**config.mk**
```make
export PLATFORM = sky130hd
export DESIGN_NAME = decodeStage
export DESIGN_NICKNAME = d
export VERILOG_FILES = /design/src/gpuIsaPkg.sv /design/src/gpuWarpPkg.sv /design/src/fetchBus.sv /design/src/decodeBus.sv /design/src/fetchLatch.sv /design/src/laneDecoder.sv /design/src/issueLatch.sv /design/src/decodeStage.sv
export SDC_FILE = /design/constraint.sdc
export NUM_CORES = 1
export LEC_CHECK = 0
export BUFFER_PORTS_ARGS = -buffer_cell sky130_fd_sc_hd__buf_4
export CAP_MARGIN = 20
export CORE_AREA = 4 4 192 194
export DETAILED_ROUTE_END_ITERATION = 10
export DIE_AREA = 0 0 196 198
export PLACE_DENSITY_LB_ADDON = 0.05
export SETUP_SLACK_MARGIN = 0.5
export SLEW_MARGIN = 20
export SYNTH_ARGS = -nofsm -noshare
export SYNTH_HDL_FRONTEND = slang
export SYNTH_SLANG_ARGS = --single-unit
```
**constraint.sdc**
```tcl
create_clock -name clk -period 6.6 [get_ports clk]
set_input_delay 0 -clock clk [delete_from_list [all_inputs] [get_ports clk]]
set_output_delay 0 -clock clk [all_outputs]
set_load 0.1 [all_outputs]
```
**src/gpuIsaPkg.sv**
```systemverilog
package gpuIsaPkg;

	localparam int INSTR_W = 32;
	localparam int REG_W = 5;
	localparam int IMM_W = 16;
	localparam int ADDR_W = 26;
	localparam int DOT_S_POS = 4; // Opcode bit that marks the .S variant

	// Base opcodes, bit 4 already stripped
	typedef enum logic [5:0] {
		OP_RTYPE = 6'b000000,
		OP_NOOP = 6'b000001,
		OP_J = 6'b000010,
		OP_CALL = 6'b000011,
		OP_BEQ = 6'b000100,
		OP_RET = 6'b000110,
		OP_BLT = 6'b000111,
		OP_ADDI = 6'b001000,
		OP_ANDI = 6'b001100,
		OP_ORI = 6'b001101,
		OP_XORI = 6'b001110,
		OP_EXIT = 6'b100001,
		OP_LD = 6'b100011,
		OP_LDS = 6'b100111,
		OP_SW = 6'b101011,
		OP_SWS = 6'b101111
	} opcodeE;

	typedef enum logic [5:0] {
		ADD = 6'b100000,
		SUB = 6'b100010,
		MUL = 6'b011000,
		AND = 6'b100100,
		OR = 6'b100101,
		XOR = 6'b100110,
		SHR = 6'b000010,
		SHL = 6'b000000
	} functE;

	typedef enum logic [3:0] {
		ALU_ADD = 4'd0,
		ALU_SUB = 4'd1,
		ALU_MUL = 4'd2,
		ALU_AND = 4'd3,
		ALU_OR = 4'd4,
		ALU_XOR = 4'd5,
		ALU_SHR = 4'd6,
		ALU_SHL = 4'd7,
		ALU_NONE = 4'd15
	} aluOpE;

	function automatic logic [5:0] opField(input logic [INSTR_W-1:0] instr);
		return instr[31:26];
	endfunction

	function automatic opcodeE baseOpcode(input logic [INSTR_W-1:0] instr);
		logic [5:0] op;
		op = opField(instr);
		op[DOT_S_POS] = 1'b0;
		return opcodeE'(op);
	endfunction

	function automatic logic [REG_W-1:0] rsField(input logic [INSTR_W-1:0] instr);
		return instr[25:21];
	endfunction

	function automatic logic [REG_W-1:0] rtField(input logic [INSTR_W-1:0] instr);
		return instr[20:16];
	endfunction

	function automatic logic [REG_W-1:0] rdField(input logic [INSTR_W-1:0] instr);
		return instr[15:11];
	endfunction

	function automatic functE functField(input logic [INSTR_W-1:0] instr);
		return functE'(instr[5:0]);
	endfunction

	function automatic logic [IMM_W-1:0] immField(input logic [INSTR_W-1:0] instr);
		return instr[IMM_W-1:0];
	endfunction

	function automatic logic [ADDR_W-1:0] addrField(input logic [INSTR_W-1:0] instr);
		return instr[ADDR_W-1:0];
	endfunction

endpackage

```
**src/gpuWarpPkg.sv**
```systemverilog
package gpuWarpPkg;

	localparam int DEFAULT_WARPS = 8;

	// Decoded control flags of one lane
	typedef struct packed {
		logic regWrite;
		logic memRead;
		logic memWrite;
		logic shared; // Shared memory, global when low
		logic src1Valid;
		logic src2Valid;
		logic immValid;
		logic noop;
		logic exitOp;
		logic call;
		logic ret;
		logic jmp;
		logic beq;
		logic blt;
		logic dotS;
		logic illegal;
	} laneCtrlS;

endpackage

```
**src/fetchBus.sv**
```systemverilog
`timescale 1ns/1ps

interface fetchBus #(
	parameter int numWarps = gpuWarpPkg::DEFAULT_WARPS
) ();
	import gpuIsaPkg::*;

	logic [INSTR_W-1:0] instr;
	logic [INSTR_W-1:0] pcPlus4;
	logic [numWarps-1:0] fetchMask; // Warp feeding the instruction buffer
	logic [numWarps-1:0] schedMask; // Warp whose PC may change

	modport latch (
		output instr,
		output pcPlus4,
		output fetchMask,
		output schedMask
	);

	modport decoder (
		input instr,
		input pcPlus4,
		input fetchMask,
		input schedMask
	);

endinterface

```
**src/decodeBus.sv**
```systemverilog
`timescale 1ns/1ps

interface decodeBus #(
	parameter int numWarps = gpuWarpPkg::DEFAULT_WARPS
) ();
	import gpuIsaPkg::*;
	import gpuWarpPkg::*;

	logic [INSTR_W-1:0] instr;
	logic [INSTR_W-1:0] pcPlus4;
	logic [numWarps-1:0] fetchMask;
	logic [numWarps-1:0] schedMask;
	logic [REG_W-1:0] src1;
	logic [REG_W-1:0] src2;
	logic [REG_W-1:0] dst;
	logic [IMM_W-1:0] imm;
	aluOpE aluOp;
	laneCtrlS ctrl;
	logic [INSTR_W-1:0] targetAddr;
	logic [numWarps-1:0] pcUpdateMask; // Warps redirected by EXIT, CALL or J

	modport decoder (
		output instr,
		output pcPlus4,
		output fetchMask,
		output schedMask,
		output src1,
		output src2,
		output dst,
		output imm,
		output aluOp,
		output ctrl,
		output targetAddr,
		output pcUpdateMask
	);

	modport issue (
		input instr,
		input pcPlus4,
		input fetchMask,
		input schedMask,
		input src1,
		input src2,
		input dst,
		input imm,
		input aluOp,
		input ctrl,
		input targetAddr,
		input pcUpdateMask
	);

endinterface

```
**src/fetchLatch.sv**
```systemverilog
`timescale 1ns/1ps

module fetchLatch #(
	parameter int numWarps = gpuWarpPkg::DEFAULT_WARPS
) (
	input logic clk,
	input logic rst,
	input logic fetchStrobe,
	input logic [gpuIsaPkg::INSTR_W-1:0] instr0,
	input logic [gpuIsaPkg::INSTR_W-1:0] instr1,
	input logic [gpuIsaPkg::INSTR_W-1:0] pcPlus40,
	input logic [gpuIsaPkg::INSTR_W-1:0] pcPlus41,
	input logic [numWarps-1:0] fetchMask0,
	input logic [numWarps-1:0] fetchMask1,
	input logic [numWarps-1:0] schedMask0,
	input logic [numWarps-1:0] schedMask1,
	fetchBus.latch lane0,
	fetchBus.latch lane1,
	output logic latchedStrobe
);

	always_ff @(posedge clk) begin
		if (rst) begin
			latchedStrobe <= 1'b0;
			lane0.fetchMask <= '0;
			lane0.schedMask <= '0;
			lane1.fetchMask <= '0;
			lane1.schedMask <= '0;
		end else begin
			latchedStrobe <= fetchStrobe;
			lane0.fetchMask <= fetchStrobe ? fetchMask0 : '0; // No warp without a strobe
			lane0.schedMask <= fetchStrobe ? schedMask0 : '0;
			lane1.fetchMask <= fetchStrobe ? fetchMask1 : '0;
			lane1.schedMask <= fetchStrobe ? schedMask1 : '0;
		end
	end

	always_ff @(posedge clk) begin
		if (fetchStrobe) begin
			lane0.instr <= instr0;
			lane0.pcPlus4 <= pcPlus40;
			lane1.instr <= instr1;
			lane1.pcPlus4 <= pcPlus41;
		end
	end

endmodule

```
**src/laneDecoder.sv**
```systemverilog
`timescale 1ns/1ps

module laneDecoder (
	fetchBus.decoder fetchIn,
	decodeBus.decoder decodeOut
);
	import gpuIsaPkg::*;
	import gpuWarpPkg::*;

	opcodeE baseOp;
	logic dotS;
	laneCtrlS ctrl;
	aluOpE aluOp;
	logic redirect;

	assign baseOp = baseOpcode(fetchIn.instr);
	assign dotS = fetchIn.instr[26 + DOT_S_POS];

	always_comb begin
		ctrl = '0;
		ctrl.dotS = dotS;
		case (baseOp)
			OP_RTYPE: begin
				ctrl.regWrite = 1'b1;
				ctrl.src1Valid = 1'b1;
				ctrl.src2Valid = 1'b1;
			end
			OP_NOOP: ctrl.noop = 1'b1;
			OP_J: ctrl.jmp = 1'b1;
			OP_CALL: ctrl.call = 1'b1;
			OP_RET: ctrl.ret = 1'b1;
			OP_BEQ: begin
				ctrl.beq = 1'b1;
				ctrl.src1Valid = 1'b1;
				ctrl.src2Valid = 1'b1;
			end
			OP_BLT: begin
				ctrl.blt = 1'b1;
				ctrl.src1Valid = 1'b1;
				ctrl.src2Valid = 1'b1;
			end
			OP_ADDI, OP_ANDI, OP_ORI, OP_XORI: begin
				ctrl.regWrite = 1'b1;
				ctrl.src1Valid = 1'b1;
				ctrl.immValid = 1'b1;
			end
			OP_EXIT: begin
				ctrl.exitOp = !dotS; // No .S form of EXIT
				ctrl.illegal = dotS;
			end
			OP_LD, OP_LDS: begin
				ctrl.regWrite = 1'b1;
				ctrl.memRead = 1'b1;
				ctrl.src1Valid = 1'b1;
				ctrl.shared = (baseOp == OP_LDS);
			end
			OP_SW, OP_SWS: begin
				ctrl.memWrite = 1'b1;
				ctrl.src1Valid = 1'b1;
				ctrl.src2Valid = 1'b1;
				ctrl.shared = (baseOp == OP_SWS);
			end
			default: ctrl.illegal = 1'b1;
		endcase
	end

	// Immediate forms take the op from the opcode, R-type from funct
	always_comb begin
		aluOp = ALU_NONE;
		if (ctrl.immValid) begin
			case (baseOp)
				OP_ADDI: aluOp = ALU_ADD;
				OP_ANDI: aluOp = ALU_AND;
				OP_ORI: aluOp = ALU_OR;
				OP_XORI: aluOp = ALU_XOR;
				default: aluOp = ALU_NONE;
			endcase
		end else if (baseOp == OP_RTYPE) begin
			case (functField(fetchIn.instr))
				ADD: aluOp = ALU_ADD;
				SUB: aluOp = ALU_SUB;
				MUL: aluOp = ALU_MUL;
				AND: aluOp = ALU_AND;
				OR: aluOp = ALU_OR;
				XOR: aluOp = ALU_XOR;
				SHR: aluOp = ALU_SHR;
				SHL: aluOp = ALU_SHL;
				default: aluOp = ALU_NONE;
			endcase
		end
	end

	assign redirect = ctrl.exitOp || ctrl.call || ctrl.jmp;

	assign decodeOut.instr = fetchIn.instr;
	assign decodeOut.pcPlus4 = fetchIn.pcPlus4;
	assign decodeOut.fetchMask = fetchIn.fetchMask;
	assign decodeOut.schedMask = fetchIn.schedMask;
	assign decodeOut.src1 = rsField(fetchIn.instr);
	assign decodeOut.src2 = rtField(fetchIn.instr);
	assign decodeOut.dst = (ctrl.memRead || ctrl.immValid) ? rtField(fetchIn.instr)
		: rdField(fetchIn.instr); // Loads and immediates write rt
	assign decodeOut.imm = immField(fetchIn.instr);
	assign decodeOut.aluOp = aluOp;
	assign decodeOut.ctrl = ctrl;
	assign decodeOut.targetAddr = {4'b0, addrField(fetchIn.instr), 2'b0};
	assign decodeOut.pcUpdateMask = redirect ? fetchIn.schedMask : '0;

endmodule

```
**src/issueLatch.sv**
```systemverilog
`timescale 1ns/1ps

module issueLatch #(
	parameter int numWarps = gpuWarpPkg::DEFAULT_WARPS
) (
	input logic clk,
	input logic rst,
	input logic latchedStrobe,
	decodeBus.issue dec0,
	decodeBus.issue dec1,
	output logic decodeStrobe,
	output logic [gpuIsaPkg::INSTR_W-1:0] ibInstr0,
	output logic [gpuIsaPkg::INSTR_W-1:0] ibInstr1,
	output logic [numWarps-1:0] ibMask0,
	output logic [numWarps-1:0] ibMask1,
	output logic [gpuIsaPkg::REG_W-1:0] src10,
	output logic [gpuIsaPkg::REG_W-1:0] src11,
	output logic [gpuIsaPkg::REG_W-1:0] src20,
	output logic [gpuIsaPkg::REG_W-1:0] src21,
	output logic [gpuIsaPkg::REG_W-1:0] dst0,
	output logic [gpuIsaPkg::REG_W-1:0] dst1,
	output logic [gpuIsaPkg::IMM_W-1:0] imm0,
	output logic [gpuIsaPkg::IMM_W-1:0] imm1,
	output gpuIsaPkg::aluOpE aluOp0,
	output gpuIsaPkg::aluOpE aluOp1,
	output gpuWarpPkg::laneCtrlS ibCtrl0,
	output gpuWarpPkg::laneCtrlS ibCtrl1,
	output logic [gpuIsaPkg::INSTR_W-1:0] simtPcPlus40,
	output logic [gpuIsaPkg::INSTR_W-1:0] simtPcPlus41,
	output logic [numWarps-1:0] simtMask0,
	output logic [numWarps-1:0] simtMask1,
	output logic [gpuIsaPkg::INSTR_W-1:0] pcTarget0,
	output logic [gpuIsaPkg::INSTR_W-1:0] pcTarget1,
	output logic [numWarps-1:0] pcUpdateMask0,
	output logic [numWarps-1:0] pcUpdateMask1
);

	always_ff @(posedge clk) begin
		if (rst) begin
			decodeStrobe <= 1'b0;
			ibMask0 <= '0;
			ibMask1 <= '0;
			simtMask0 <= '0;
			simtMask1 <= '0;
			pcUpdateMask0 <= '0;
			pcUpdateMask1 <= '0;
		end else begin
			decodeStrobe <= latchedStrobe;
			ibMask0 <= latchedStrobe ? dec0.fetchMask : '0;
			ibMask1 <= latchedStrobe ? dec1.fetchMask : '0;
			simtMask0 <= latchedStrobe ? dec0.schedMask : '0;
			simtMask1 <= latchedStrobe ? dec1.schedMask : '0;
			pcUpdateMask0 <= latchedStrobe ? dec0.pcUpdateMask : '0;
			pcUpdateMask1 <= latchedStrobe ? dec1.pcUpdateMask : '0;
		end
	end

	always_ff @(posedge clk) begin
		if (latchedStrobe) begin // Hold last bundle between strobes
			ibInstr0 <= dec0.instr;
			ibInstr1 <= dec1.instr;
			src10 <= dec0.src1;
			src11 <= dec1.src1;
			src20 <= dec0.src2;
			src21 <= dec1.src2;
			dst0 <= dec0.dst;
			dst1 <= dec1.dst;
			imm0 <= dec0.imm;
			imm1 <= dec1.imm;
			aluOp0 <= dec0.aluOp;
			aluOp1 <= dec1.aluOp;
			ibCtrl0 <= dec0.ctrl;
			ibCtrl1 <= dec1.ctrl;
			simtPcPlus40 <= dec0.pcPlus4;
			simtPcPlus41 <= dec1.pcPlus4;
			pcTarget0 <= dec0.targetAddr;
			pcTarget1 <= dec1.targetAddr;
		end
	end

endmodule

```
**src/decodeStage.sv**
```systemverilog
`timescale 1ns/1ps

module decodeStage #(
	parameter int numWarps = gpuWarpPkg::DEFAULT_WARPS
) (
	input logic clk,
	input logic rst,
	input logic fetchStrobe,
	input logic [gpuIsaPkg::INSTR_W-1:0] instr0,
	input logic [gpuIsaPkg::INSTR_W-1:0] instr1,
	input logic [gpuIsaPkg::INSTR_W-1:0] pcPlus40,
	input logic [gpuIsaPkg::INSTR_W-1:0] pcPlus41,
	input logic [numWarps-1:0] fetchMask0,
	input logic [numWarps-1:0] fetchMask1,
	input logic [numWarps-1:0] schedMask0,
	input logic [numWarps-1:0] schedMask1,
	output logic decodeStrobe,
	output logic [gpuIsaPkg::INSTR_W-1:0] ibInstr0,
	output logic [gpuIsaPkg::INSTR_W-1:0] ibInstr1,
	output logic [numWarps-1:0] ibMask0,
	output logic [numWarps-1:0] ibMask1,
	output logic [gpuIsaPkg::REG_W-1:0] src10,
	output logic [gpuIsaPkg::REG_W-1:0] src11,
	output logic [gpuIsaPkg::REG_W-1:0] src20,
	output logic [gpuIsaPkg::REG_W-1:0] src21,
	output logic [gpuIsaPkg::REG_W-1:0] dst0,
	output logic [gpuIsaPkg::REG_W-1:0] dst1,
	output logic [gpuIsaPkg::IMM_W-1:0] imm0,
	output logic [gpuIsaPkg::IMM_W-1:0] imm1,
	output gpuIsaPkg::aluOpE aluOp0,
	output gpuIsaPkg::aluOpE aluOp1,
	output gpuWarpPkg::laneCtrlS ibCtrl0,
	output gpuWarpPkg::laneCtrlS ibCtrl1,
	output logic [gpuIsaPkg::INSTR_W-1:0] simtPcPlus40,
	output logic [gpuIsaPkg::INSTR_W-1:0] simtPcPlus41,
	output logic [numWarps-1:0] simtMask0,
	output logic [numWarps-1:0] simtMask1,
	output logic [gpuIsaPkg::INSTR_W-1:0] pcTarget0,
	output logic [gpuIsaPkg::INSTR_W-1:0] pcTarget1,
	output logic [numWarps-1:0] pcUpdateMask0,
	output logic [numWarps-1:0] pcUpdateMask1
);

	logic latchedStrobe; // Fetch bundle registered, decode in flight

	fetchBus #(.numWarps(numWarps)) lane0Bus ();
	fetchBus #(.numWarps(numWarps)) lane1Bus ();
	decodeBus #(.numWarps(numWarps)) dec0Bus ();
	decodeBus #(.numWarps(numWarps)) dec1Bus ();

	fetchLatch #(.numWarps(numWarps)) u_fetchLatch (
		.lane0(lane0Bus.latch),
		.lane1(lane1Bus.latch),
		.*
	);

	laneDecoder u_dec0 (
		.fetchIn(lane0Bus.decoder),
		.decodeOut(dec0Bus.decoder)
	);

	laneDecoder u_dec1 (
		.fetchIn(lane1Bus.decoder),
		.decodeOut(dec1Bus.decoder)
	);

	issueLatch #(.numWarps(numWarps)) u_issueLatch (
		.dec0(dec0Bus.issue),
		.dec1(dec1Bus.issue),
		.*
	);

endmodule

```
Yosys cells after proc, flatten, opt, wreduce, memory -nomap -nowiden --
Index checks and enable logic that the tools add are counted.
Word-level totals: register bits after elaboration 492, input bits 163, output and inout port bits 343, word-level logic and storage cells 182
Cells by class: equality and inequality tests 44, muxes and demuxes 40, bitwise gates (word level) 4, reductions and logical operators 30
Operators with widths (count):
- $pmux W4 S8 | 2
- $eq A6 B6 Y1 const B | 10
- $eq A5 B5 Y1 const B | 10
- $eq A5 B4 Y1 const B | 8
- $pmux W4 S4 | 2
- $eq A5 B3 Y1 const B | 6
- $reduce_or A15 Y1 | 2
- $mux W1 | 26
- $logic_not A6 Y1 | 4
- $reduce_or A11 Y1 | 2
- $eq A5 B2 Y1 const B | 4
- $mux W4 | 4
- $reduce_or A7 Y1 | 2
- $eq A6 B2 Y1 const B | 2
- $eq A6 B5 Y1 const B | 2
- $reduce_or A2 Y1 | 6
- $eq A5 B1 Y1 const B | 2
- $mux W5 | 2
- $reduce_or A5 Y1 | 2
- $pmux W1 S2 | 4
- $reduce_or A4 Y1 | 2
- $logic_or A1 B1 Y1 | 6
- $reduce_or A3 Y1 | 2
- $not A1 Y1 | 4
- $logic_not A1 Y1 | 2

Longest topological paths before layout --
Gate-level depths: netlist of run 1.
depth in word-level cells 6, gate-level depth with buffers 7, gate-level depth less buffers 5

Cells and area by module --
From an unflattened synthesis of run 1, not the netlist that was laid out.
Second synthesis, totals: cells, all modules 1054, area, all modules 18332.6 um^2
By module, submodules not included:
- issueLatch | instances 1, cells an instance 402, area an instance 10318.6 um^2, seq. area each 9809.4 um^2
- fetchLatch | instances 1, cells an instance 200, area an instance 4820.9 um^2, seq. area each 4504.3 um^2
- laneDecoder (u_dec0) | instances 1, cells an instance 231, area an instance 1621.6 um^2, seq. area each 0.0 um^2
- laneDecoder (u_dec1) | instances 1, cells an instance 221, area an instance 1571.5 um^2, seq. area each 0.0 um^2

Worst setup path after synthesis of run 1 --
No wires, ideal clock.
kind register to register, from reg u_fetchLatch.latchedStrobe, to reg u_issueLatch.pcUpdateMask0[1], library setup time 0.060 ns, arrival time 5.093 ns, required time 6.540 ns, setup slack 1.447 ns, stages on the path, launching flop included 5, path buffers 1, clock period less this slack 5.153 ns, cells stage by stage dfxtp_1 -> nor2b_1 -> clkbuf_1 -> and2_1 -> and2_1
Between the ends: longest elaborated chain between the ends 2
RTL lines:
- start: declaration | line fetchLatch.sv:19 | output logic latchedStrobe
- start signal: assignment | line fetchLatch.sv:30 | latchedStrobe <= fetchStrobe;
- $not A1 Y1 (no source line)
- $reduce_or A3 Y1 (no source line)
- end signal: assignment | line issueLatch.sv:53 | pcUpdateMask0 <= latchedStrobe ? dec0.pcUpdateMask : '0;
- end: declaration | line issueLatch.sv:34 | output logic [numWarps-1:0] pcUpdateMask0,
No other way between the ends. A chain may end at the register's enable or synchronous reset.

Final worst setup path of run 1 --
from reg u_fetchLatch.latchedStrobe, to reg u_issueLatch.simtPcPlus41[7] (netlist name) (enable)
RTL lines:
- end signal: assignment | line issueLatch.sv:75 | simtPcPlus41 <= dec1.pcPlus4;
- end: declaration | line issueLatch.sv:29 | output logic [gpuIsaPkg::INSTR_W-1:0] simtPcPlus41,
No word-level cell between the ends.

==> results of run 1 <==
[layer usage]
layer / vias to the layer above / routed length, um / part of all wire [%] / track usage (%)
li1: 3778 / - / - / -
met3: 47 / 3052 / 9.4 / 5.734
met1: 3699 / 12250 / 38 / 18.59
met2: 341 / 16510 / 51 / 27.60
met4: 0 / 827 / 2.5 / 4.810
met5: - / 0 / 0 / 0
[through the flow]
stage	power, mW	hold WS, ns	setup slack, ns	cell area, um^2
3_5_place_dp	4.318	0.1793	4.248	16570
2_1_floorplan	4.044	0.09887	1.447	13200
3_3_place_gp	4.312	0.1782	4.255	16570
4_1_cts	6.722	0.1671	4.227	19720
5_1_grt	6.867	0.1801	4.141	19720
6_report	6.633	0.1947	4.301	19720
[cell usage in the layout (no fill, tap or decap), drive strengths merged, types with 5 or more instances in the layout]
master	instances
a21oi	13
nor2	27
dfxtp	82
nand2	14
dlygate4sd3	177
nor2b	5
inv	10
nand2b	5
clkbuf	65
and3	5
edfxtp	304
clkinv	8
o21ai	13
and2	82
conb	12
mux2	10
nor3	8
buf	499
[worst max-delay path, stage by stage, from the launching register on]
cell and delay [ns]:
sky130_fd_sc_hd__dfxtp_4 0.62, sky130_fd_sc_hd__buf_4 0.57, sky130_fd_sc_hd__buf_4 0.66
[power by group]
part,internal (mW),switching (mW),leakage (nW)
registers,2.81,0.0844,3.55
clock network,1.40,0.893,0.670
logic,0.318,1.13,3.81
[logic make-up (layout without fill, tap and decap cells)]
logic type	after synthesis	in the layout
buffers and inverters	144	763
other	1	12
XOR/XNOR	1	1
AND/OR/NAND/NOR	165	165
multiplexers	11	11
flip-flops	386	386
AO/OA/AOI/OAI	47	47
[area by class of cell]
cell class	instances	area (um^2)
Clock inverter	13	117.6
Sequential cell	386	10770
Inverter	9	33.78
Timing Repair Buffer	676	5522
Multi-Input combinational cell	236	1433
Tap cell	461	576.8
Clock buffer	65	1264
Fill cell	2844	15500
[registers in the layout, summed over array words and instances, names as in the netlist, 9 cells and up]
name,count
u_fetchLatch.lane0.instr,32
u_fetchLatch.lane0.pcPlus4,32
u_fetchLatch.lane1.instr,32
u_fetchLatch.lane1.pcPlus4,32
u_issueLatch.ibInstr0,32
u_issueLatch.simtPcPlus40,32
u_issueLatch.simtPcPlus41,32
u_issueLatch.ibCtrl0,15
u_issueLatch.ibCtrl1,15
u_issueLatch.imm1,15
u_issueLatch.ibInstr1,9
[how the worst min path moves through the flow]
stage                            start                        endpoint  slack, ns
after floorplan              instr0[0]     u_fetchLatch.lane0.instr[0]        0.1
after global placement    pcPlus41[20]  u_fetchLatch.lane1.pcPlus4[20]       0.18
after global routing      pcPlus40[27]  u_fetchLatch.lane0.pcPlus4[27]       0.18
final                     pcPlus40[18]  u_fetchLatch.lane0.pcPlus4[18]       0.19
after CTS                 pcPlus41[26]  u_fetchLatch.lane1.pcPlus4[26]       0.17
after detailed placement   pcPlus41[6]   u_fetchLatch.lane1.pcPlus4[6]       0.18
[repair_timing]
action | CTS | global route
endpoints found under the hold margin | 177 | 0
gates resized for setup | 0 | 0
hold buffers | 177 | 0
==> metrics.log, run 1 <==
[metrics] status: finished, final reports clean
[metrics] synthesis-stage register bit count: approximately 390
[metrics] critical path class: reg -> reg
[metrics] Synth Cell Area: approximately 13000 um^2
[metrics] crit start category: register
[metrics] post-route DRC violation count: 0
[metrics] maximum number of pins on one net before global-route repair: 66
[metrics] number of enable-type register cells in the synthesized netlist: approximately 300
[metrics] RSZ-0062 raised after global routing: false
[metrics] Die Footprint: about 39000 um^2
[metrics] number of cells in the design after placement: around 1.6k
[metrics] number of clock sinks: ~390
[metrics] first-pass GRT wire length: ~48000 um
[metrics] area overhead of the layout relative to synthesis: 49.91%
[metrics] basic-gate share of the synthesized area counting and, or, nand and nor cells: approximately 7.2%
[metrics] final cycle utilization of the critical path: about a third
[metrics] clk_skew: roughly 0.0096 ns
[metrics] share of the core filled with cells: between 50% and 60%
[metrics] Max Transition Viols Final: 0
[metrics] Synth Area in XOR/XNOR: 0.06658%
[metrics] crit-path max FO: between 50 and 60
[metrics] placeable core region: 35220 um^2
[metrics] primary flip-flop cell chosen by synthesis mapping: sky130_fd_sc_hd__edfxtp_1
[metrics] hold violation total from the final report: 0
[metrics] routed via count divided by cell count: between 4 and 5
[metrics] clock network latency to the later pin of the worst-skew pair: 0.52 ns
[metrics] total I/O pin count: ~510
[metrics] effective utilization at floorplan: 37.35%
[metrics] Setup-failing EPs final: 0
[metrics] final cell count without fillers: around 1.8k
[metrics] clock tree from TritonCTS: built
[metrics] part of the Yosys area used for sequential elements: between 80% and 90%
[metrics] arrival time at the worst endpoint: 2.44 ns
[metrics] async set or reset register ratio after synthesis: 0%
[metrics] final weighted congestion in routability-driven placement: 0.7804
[metrics] dominant combinational cell family by area after synthesis: buffers and inverters
[metrics] R2R cell count: 2
[metrics] count of buffers from port buffering: slightly below 500
[metrics] cell chosen for the clock root: sky130_fd_sc_hd__clkbuf_16
[metrics] most frequent cell after synthesis: sky130_fd_sc_hd__edfxtp_1
[metrics] sort of element at the end of the critical path: register
[metrics] post-synthesis adder-cell area fraction: 0%
[metrics] slew at the pin closest to its max-slew limit: approximately 0.95 ns
[metrics] 1st-pass router iterations: 4
[metrics] area leader, netlist: sky130_fd_sc_hd__edfxtp_1
[metrics] average routed wire per standard cell: around 18 um
[metrics] launch point of the critical path: u_fetchLatch.latchedStrobe
[metrics] global-route usage over all layers: between 10% and 20%
[metrics] end of the worst register-to-register path: u_issueLatch.simtPcPlus41[7]
[metrics] clock input transition at the sequential cells of the worst setup and hold paths: 0.06 ns
[metrics] Post-Synthesis Cells: roughly 760
[metrics] Period minus WS final: 2.299 ns
[metrics] compound-gate portion of the synthesized area: under 10%
[metrics] critical path data required time: slightly below 7 ns
[metrics] # rows: 69
[metrics] cell depth of the worst hold path: 2
[metrics] average cell area after synthesis: approximately 17 um^2
[metrics] post-synth top area share: between 60 and 70%
[metrics] antenna violations before repair: 0
[metrics] height of the die: about 200 um
[metrics] class of the most critical hold timing path: in -> reg
[metrics] post-route ant nets: 0
[metrics] cells taking the most area after synthesis: sky130_fd_sc_hd__edfxtp_1 69%, sky130_fd_sc_hd__dfxtp_1 12%, sky130_fd_sc_hd__buf_4 6.8%, sky130_fd_sc_hd__and2_1 3.9%, sky130_fd_sc_hd__mux2_2 0.86%
[metrics] ratio of cells with drive above 1 in the final layout: 41.52%
[metrics] Remaining Overflow, GRT: 0
[metrics] net total in the final layout: about 1.5k
[metrics] detailed-placement wirelength estimate: ~23000 um
[metrics] worst flop-to-flop path startpoint: u_fetchLatch.latchedStrobe
[metrics] H-tree levels: 2
[metrics] die width: approximately 200 um
[metrics] Max VDD drop: between 200 and 250 uV
[metrics] clock buffers created by TritonCTS: 42
[metrics] power density relative to cell area: 336.4 nW/um^2
[metrics] Max-slew headroom: approximately 36%
[metrics] post-detailed-routing wire length: 32630 um
[metrics] number of DRC markers in iteration 0: between 200 and 300
[metrics] setup bufs post-CTS: 0
[metrics] Synth Warn #: 0
[metrics] synth unique cells: 49
[metrics] post-synthesis mux area share: 0.9321%
[metrics] Max-cap violations: 0
[metrics] critical path endpoint: u_issueLatch.simtPcPlus41[7]
[metrics] list of most frequent post-synthesis cells: 304 x sky130_fd_sc_hd__edfxtp_1, 119 x sky130_fd_sc_hd__buf_4, 82 x sky130_fd_sc_hd__and2_1, 82 x sky130_fd_sc_hd__dfxtp_1, 27 x sky130_fd_sc_hd__nor2_1
[metrics] leakage power figure: roughly 8.0 nW
[metrics] via count of the first global-routing pass: around 8k
[metrics] antenna diode count: 0
[metrics] flop2flop setup slack: between 4 and 5 ns
[metrics] number of vias after detailed routing: 7865
[metrics] maximum clock frequency: 435.0 MHz
[metrics] accumulated negative setup slack: 0 ns
[metrics] maximum clock insertion buffer count: 3
Note: power is estimated with default switching activity, not from simulation.
==> run 2: changes to the inputs <==
==> constraint.sdc (replaced) <==
create_clock -name clk -period 2.2 [get_ports clk]
set_input_delay 0 -clock clk [delete_from_list [all_inputs] [get_ports clk]]
set_output_delay 0 -clock clk [all_outputs]
set_load 0.1 [all_outputs]
==> run 2 against run 1 <==
- critical path depth up 2
- sequential cell count unchanged
- sequential share of layout area down 0.76 points
- register-to-register slack worse by 3.8 ns
- clock skew up 0.0011 ns
- critical endpoint is now u_issueLatch.dst0[3]
- largest cell class unchanged
- highest routed layer unchanged
==> metrics.log, run 2 (same netlist as run 1, synthesis figures left out) <==
[metrics] maximum number of pins on one net before global-route repair: 97 (+47%)
[metrics] final cell count without fillers: 1872 (+1.4%)
[metrics] area overhead of the layout relative to synthesis: 52.01%
[metrics] cell chosen for the clock root: sky130_fd_sc_hd__clkbuf_16
[metrics] post-placement cell area: 16700 um^2 (+0.78%)
[metrics] share of the core filled with cells: 56.77% (+0.79 points)
[metrics] crit start category: register
[metrics] clock network latency to the later pin of the worst-skew pair: 0.52 ns (about the same)
[metrics] most common cell after layout, fill and taps aside: sky130_fd_sc_hd__buf_4
[metrics] number of vias after detailed routing: 8016 (+1.9%)
[metrics] crit-path max FO: 6 (-89%)
[metrics] Max VDD drop: 667.2 uV (+220%)
[metrics] post-route ant nets: 0 (unchanged)
[metrics] class of the most critical hold timing path: in -> reg
[metrics] via count of the first global-routing pass: 8279 (+3.7%)
[metrics] first-pass GRT wire length: 49280 um (+3.5%)
[metrics] final cycle utilization of the critical path: 79.03% (+44 points)
[metrics] arrival time at the worst endpoint: 2.00 ns (-0.44 ns)
[metrics] total I/O pin count: 506 (unchanged)
[metrics] RSZ-0062 raised after global routing: true
[metrics] clock tree from TritonCTS: built
[metrics] most frequent cells in the layout: 526 x sky130_fd_sc_hd__buf_4, 304 x sky130_fd_sc_hd__edfxtp_1, 171 x sky130_fd_sc_hd__dlygate4sd3_1, 81 x sky130_fd_sc_hd__dfxtp_1, 79 x sky130_fd_sc_hd__and2_1
[metrics] Die Footprint: 38810 um^2 (unchanged)
[metrics] ratio of cells with drive above 1 in the final layout: 44.89% (+3.4 points)
[metrics] Max-slew headroom: 60.80% (+25 points)
[metrics] net total in the final layout: 1540 (+1.7%)
[metrics] clk_skew: 0.01071 ns (+0.001144 ns)
[metrics] routed via count divided by cell count: 4.282 (+0.50%)
[metrics] count of buffers from port buffering: 493 (unchanged)
[metrics] accumulated negative setup slack: 0 ns (unchanged)
[metrics] leakage power figure: 8.198 nW (+2.1%)
[metrics] Final Cell Area: 20000 um^2 (+1.4%)
[metrics] # rows: 69 (unchanged)
[metrics] clock buffers created by TritonCTS: 42 (unchanged)
[metrics] Max-cap violations: 0 (unchanged)
[metrics] Power Total: 19.74 mW (+200%)
[metrics] number of clock sinks: 386 (unchanged)
[metrics] Crit-path slowest cell: sky130_fd_sc_hd__edfxtp_1
[metrics] maximum clock frequency: 575.2 MHz (+32%)
[metrics] CP peak stage delay: 0.49 ns (-0.17 ns)
[metrics] height of the die: 198 um (unchanged)
[metrics] clock input transition at the sequential cells of the worst setup and hold paths: 0.06 ns (about the same)
[metrics] Worst Path Buf+Inv: 0 (-2)
[metrics] Setup-failing EPs final: 0 (unchanged)
[metrics] post-route DRC violation count: 0 (unchanged)
[metrics] 1st-pass router iterations: 4 (unchanged)
[metrics] H-tree levels: 2 (unchanged)
[metrics] Max Transition Viols Final: 0 (unchanged)
[metrics] sort of element at the end of the critical path: register
[metrics] maximum clock insertion buffer count: 3 (unchanged)
[metrics] cell breakdown of the critical path: nor2b_4, and3_1, or2_4, mux2_4
[metrics] Remaining Overflow, GRT: 0 (unchanged)
[metrics] number of DRC markers in iteration 0: 219 (-22%)
[metrics] critical path class: reg -> reg
[metrics] CP top delay family: simple AND/OR/NAND/NOR gates
[metrics] detailed-placement wirelength estimate: 23530 um (+1.5%)
[metrics] placeable core region: 35220 um^2 (unchanged)
[metrics] hold violation total from the final report: 0 (unchanged)
[metrics] global-route usage over all layers: 16.35% (+0.46 points)
[metrics] status: finished, final reports clean
[metrics] antenna violations before repair: 1 (+1)
[metrics] post-detailed-routing wire length: 33540 um (+2.8%)
[metrics] critical path data required time: 2.46 ns (-4.28 ns)
[metrics] number of cells in the design after placement: 1602 (+0.69%)
[metrics] Period minus WS final: 1.739 ns (-0.5605 ns)
[metrics] effective utilization at floorplan: 37.35% (unchanged)
[metrics] power density relative to cell area: 987.0 nW/um^2 (+190%)
[metrics] die width: 196 um (unchanged)
[metrics] final weighted congestion in routability-driven placement: 0.7825 (+0.27%)
[metrics] average routed wire per standard cell: 17.92 um (+1.4%)
[metrics] slew at the pin closest to its max-slew limit: 0.5879 ns (-0.3629 ns)
## run 2: report_power, final
group          total (mW)  switching, mW  internal, mW
Sequential           8.64          0.223          8.42
Combinational        4.50           3.47          1.03
Clock                6.59           2.68          3.91
Total                19.7           6.37          13.4
## run 2: through the flow
stage,hold slack [ns],worst slack [ns]
2_1_floorplan,0.09887,-0.1400
3_3_place_gp,0.1780,0.3532
3_5_place_dp,0.1794,0.2879
4_1_cts,0.1723,0.4939
5_1_grt,0.1846,0.3730
6_report,0.2030,0.4614
## run 2: final cells by class
class                   count  area [um^2]
clock buffers              56         1192
clock inverters            21        120.1
inverters                   9        33.78
multi-input cells         236         1554
well taps                 461        576.8
flip-flops and latches    386        10770
repair buffers            702         5743
diodes                      1        2.502
fillers                  2892        15230
## run 2: timing repair
action	CTS	global route
hold buffers	171	0
pin swaps	5	8
gates resized for setup	11	25
endpoints found under the hold margin	191	0
endpoints found under the setup margin	16	27
setup buffers	14	7
## run 2: worst paths after layout
| kind | startpoint | end | slack [ns] | cells past startpoint |
|---|---|---|---|---|
| max | u_fetchLatch.lane0.instr[26] | u_issueLatch.dst0[3] | 0.46 | 4 |
| min | pcPlus41[6] | u_fetchLatch.lane1.pcPlus4[6] | 0.20 | 2 |
| max reg2reg | u_fetchLatch.lane0.instr[26] | u_issueLatch.dst0[3] | 0.46 | 4 |
| min reg2reg | u_fetchLatch.lane1.pcPlus4[16] | u_issueLatch.simtPcPlus41[16] | 0.41 | 0 |
## run 2: routing by layer
metal / track usage, % / vias up / wire, um
met4: 5.327 / 0 / 978
met5: 0 / - / 0
met1: 18.86 / 3797 / 12300
li1: - / 3838 / -
met2: 29.19 / 324 / 17550
met3: 5.037 / 57 / 2709
==> run 3: changes to the inputs <==
--- a/config.mk
+++ b/config.mk
@@ -7,9 +7,9 @@
 export LEC_CHECK = 0
 export BUFFER_PORTS_ARGS = -buffer_cell sky130_fd_sc_hd__buf_4
 export CAP_MARGIN = 20
-export CORE_AREA = 4 4 192 194
+export CORE_AREA = 4 4 194 196
 export DETAILED_ROUTE_END_ITERATION = 10
-export DIE_AREA = 0 0 196 198
+export DIE_AREA = 0 0 198 200
 export PLACE_DENSITY_LB_ADDON = 0.05
 export SETUP_SLACK_MARGIN = 0.5
 export SLEW_MARGIN = 20
==> constraint.sdc (replaced) <==
create_clock -name clk -period 1.5 [get_ports clk]
set_input_delay 0 -clock clk [delete_from_list [all_inputs] [get_ports clk]]
set_output_delay 0 -clock clk [all_outputs]
set_load 0.1 [all_outputs]
==> run 3 against run 2 <==
- the flow now finishes with violations (negative setup slack)
- final area up 20%
- count of clock-buffer cells in the layout down 8
- via count up 6.7%
- critical path type unchanged
==> metrics.log, run 3 (same netlist as run 1, synthesis figures left out) <==
[metrics] cell chosen for the clock root: sky130_fd_sc_hd__clkbuf_16
[metrics] most common cell after layout, fill and taps aside: sky130_fd_sc_hd__edfxtp_1
[metrics] post-route ant nets: 0 (unchanged)
[metrics] most frequent cells in the layout: 304 x sky130_fd_sc_hd__edfxtp_1, 257 x sky130_fd_sc_hd__buf_4, 194 x sky130_fd_sc_hd__buf_6, 162 x sky130_fd_sc_hd__dlygate4sd3_1, 142 x sky130_fd_sc_hd__buf_12
[metrics] RSZ-0062 raised after global routing: true
[metrics] crit-path max FO: 6 (unchanged)
[metrics] antenna violations before repair: 2 (+1)
[metrics] average routed wire per standard cell: 19.42 um (+8.4%)
[metrics] CP peak stage delay: 0.50 ns (about the same)
[metrics] effective utilization at floorplan: 36.46% (-0.89 points)
[metrics] ratio of cells with drive above 1 in the final layout: 54.81% (+9.9 points)
[metrics] cell breakdown of the critical path: nor2b_4, and3_4, or2_4, mux2_4
[metrics] violated checks: negative setup slack
[metrics] number of cells on the critical path: 4 (unchanged)
[metrics] post-route DRC violation count: 0 (unchanged)
[metrics] 1st-pass router iterations: 4 (unchanged)
[metrics] # rows: 70 (+1.4%)
[metrics] R2R cell count: 4 (unchanged)
[metrics] detailed-placement wirelength estimate: 24550 um (+4.4%)
[metrics] power density relative to cell area: 1281 nW/um^2 (+30%)
[metrics] number of clock sinks: 386 (unchanged)
[metrics] leakage power figure: 9.710 nW (+18%)
[metrics] clock network latency to the later pin of the worst-skew pair: 0.54 ns (+0.02 ns)
[metrics] net total in the final layout: 1629 (+5.8%)
[metrics] global-route usage over all layers: 17.30% (+0.95 points)
[metrics] die width: 198 um (+1.0%)
[metrics] cell depth of the worst hold path: 2 (unchanged)
[metrics] Setup-failing EPs final: 29 (+29)
[metrics] crit start category: register
[metrics] Max VDD drop: 922.9 uV (+38%)
[metrics] Final Cell Area: 24040 um^2 (+20%)
[metrics] maximum clock frequency: 591.4 MHz (+2.8%)
[metrics] Filler cells: 2456 (-15%)
[metrics] arrival time at the worst endpoint: 1.97 ns (-0.03 ns)
[metrics] Power Total: 30.80 mW (+56%)
[metrics] worst path setup slack after routing: -0.1910 ns (-0.6525 ns)
[metrics] sort of element at the end of the critical path: register
[metrics] maximum number of pins on one net before global-route repair: 73 (-25%)
[metrics] clock buffers created by TritonCTS: 42 (unchanged)
[metrics] clock tree from TritonCTS: built
[metrics] number of DRC markers in iteration 0: 346 (+58%)
[metrics] number of vias after detailed routing: 8551 (+6.7%)
[metrics] final cycle utilization of the critical path: 112.7% (+34 points)
[metrics] post-placement cell area: 17260 um^2 (+3.3%)
[metrics] height of the die: 200 um (+1.0%)
[metrics] placeable core region: 36080 um^2 (+2.4%)
[metrics] CP top delay family: simple AND/OR/NAND/NOR gates
[metrics] final weighted congestion in routability-driven placement: 0.7755 (-0.89%)
[metrics] Die Footprint: 39600 um^2 (+2.0%)
[metrics] area overhead of the layout relative to synthesis: 82.76%
[metrics] hold violation total from the final report: 0 (unchanged)
[metrics] post-detailed-routing wire length: 38170 um (+14%)
[metrics] Crit-path slowest cell: sky130_fd_sc_hd__edfxtp_1
[metrics] critical path class: reg -> reg
[metrics] status: finished with violations
[metrics] count of buffers from port buffering: 493 (unchanged)
[metrics] total I/O pin count: 506 (unchanged)
[metrics] Max Transition Viols Final: 0 (unchanged)
[metrics] maximum clock insertion buffer count: 3 (unchanged)
[metrics] Max-cap violations: 0 (unchanged)
[metrics] Worst Path Buf+Inv: 0 (unchanged)
[metrics] antenna diode count: 0 (-1)
[metrics] first-pass GRT wire length: 52120 um (+5.8%)
[metrics] class of the most critical hold timing path: in -> reg
[metrics] clock input transition at the sequential cells of the worst setup and hold paths: 0.06 ns (about the same)
[metrics] routed via count divided by cell count: 4.349 (+1.6%)
[metrics] via count of the first global-routing pass: 8730 (+5.4%)
[metrics] critical path data required time: 1.78 ns (-0.68 ns)
[metrics] H-tree levels: 2 (unchanged)
[metrics] Remaining Overflow, GRT: 0 (unchanged)
[metrics] share of the core filled with cells: 66.63% (+9.9 points)
[metrics] Period minus WS final: 1.691 ns (-0.04754 ns)
[metrics] clk_skew: 0.02081 ns (+0.01010 ns)
run 3: repair_timing:
item	in CTS	in global routing
endpoints found under the hold margin	234	0
pin swaps	36	22
resized for setup	390	335
setup buffers	34	23
hold buffers	162	0
setup endpoints to repair	563	702
cloned	8	13
run 3: routing by layer:
metal | routed length (um) | share of wire, % | track usage, %
met2 | 20570 | 54 | 31.31
met5 | 27 | 0.071 | 0
met1 | 13560 | 36 | 19.65
met3 | 3428 | 9.0 | 6.109
met4 | 580 | 1.5 | 4.336
run 3: metrics by stage:
stage / TNS [ns] / worst slack, ns / hold slack [ns] / cells
floorplan: -106.79 / -0.8400 / 0.09887 / 766
global placement: -3.224 / -0.2928 / 0.1785 / 1650
detailed placement: -3.801 / -0.3209 / 0.1793 / 1650
CTS: -2.137 / -0.1832 / 0.1318 / 1930
global route: -4.857 / -0.2662 / 0.1476 / 1966
finish: -2.710 / -0.1910 / 0.1720 / 1966
run 3: worst paths after layout:
| check | slack (ns) | startpoint | end |
|---|---|---|---|
| min | 0.17 | pcPlus41[5] | u_fetchLatch.lane1.pcPlus4[5] |
| max reg2reg | -0.19 | u_fetchLatch.lane0.instr[26] | u_issueLatch.dst0[4] |
| max | -0.19 | u_fetchLatch.lane0.instr[26] | u_issueLatch.dst0[4] |
| min reg2reg | 0.41 | u_fetchLatch.lane1.pcPlus4[21] | u_issueLatch.simtPcPlus41[21] |
run 3: area by class of cell:
type	instances	area, um^2	share of cell area (%)
timing repair buffer	791	9349	38.89
tap	468	585.6	2.436
multi-input combinational	236	1909	7.942
clock buffer	48	1074	4.465
inverter	9	43.79	0.1821
clock inverter	28	262.8	1.093
sequential	386	10820	45.00
run 3: worst register-to-register path, delay by kind of cell (launching register included):
kind             cells  cell delay, ns
AND/OR/NAND/NOR      3            0.62
flip-flops           1            0.50
multiplexers         1            0.31
run 3: where the power goes:
part	internal, mW	switching (mW)	leakage [nW]
Combinational	2.65	5.39	5.49
Sequential	12.3	0.443	3.57
Clock	5.85	4.11	0.646
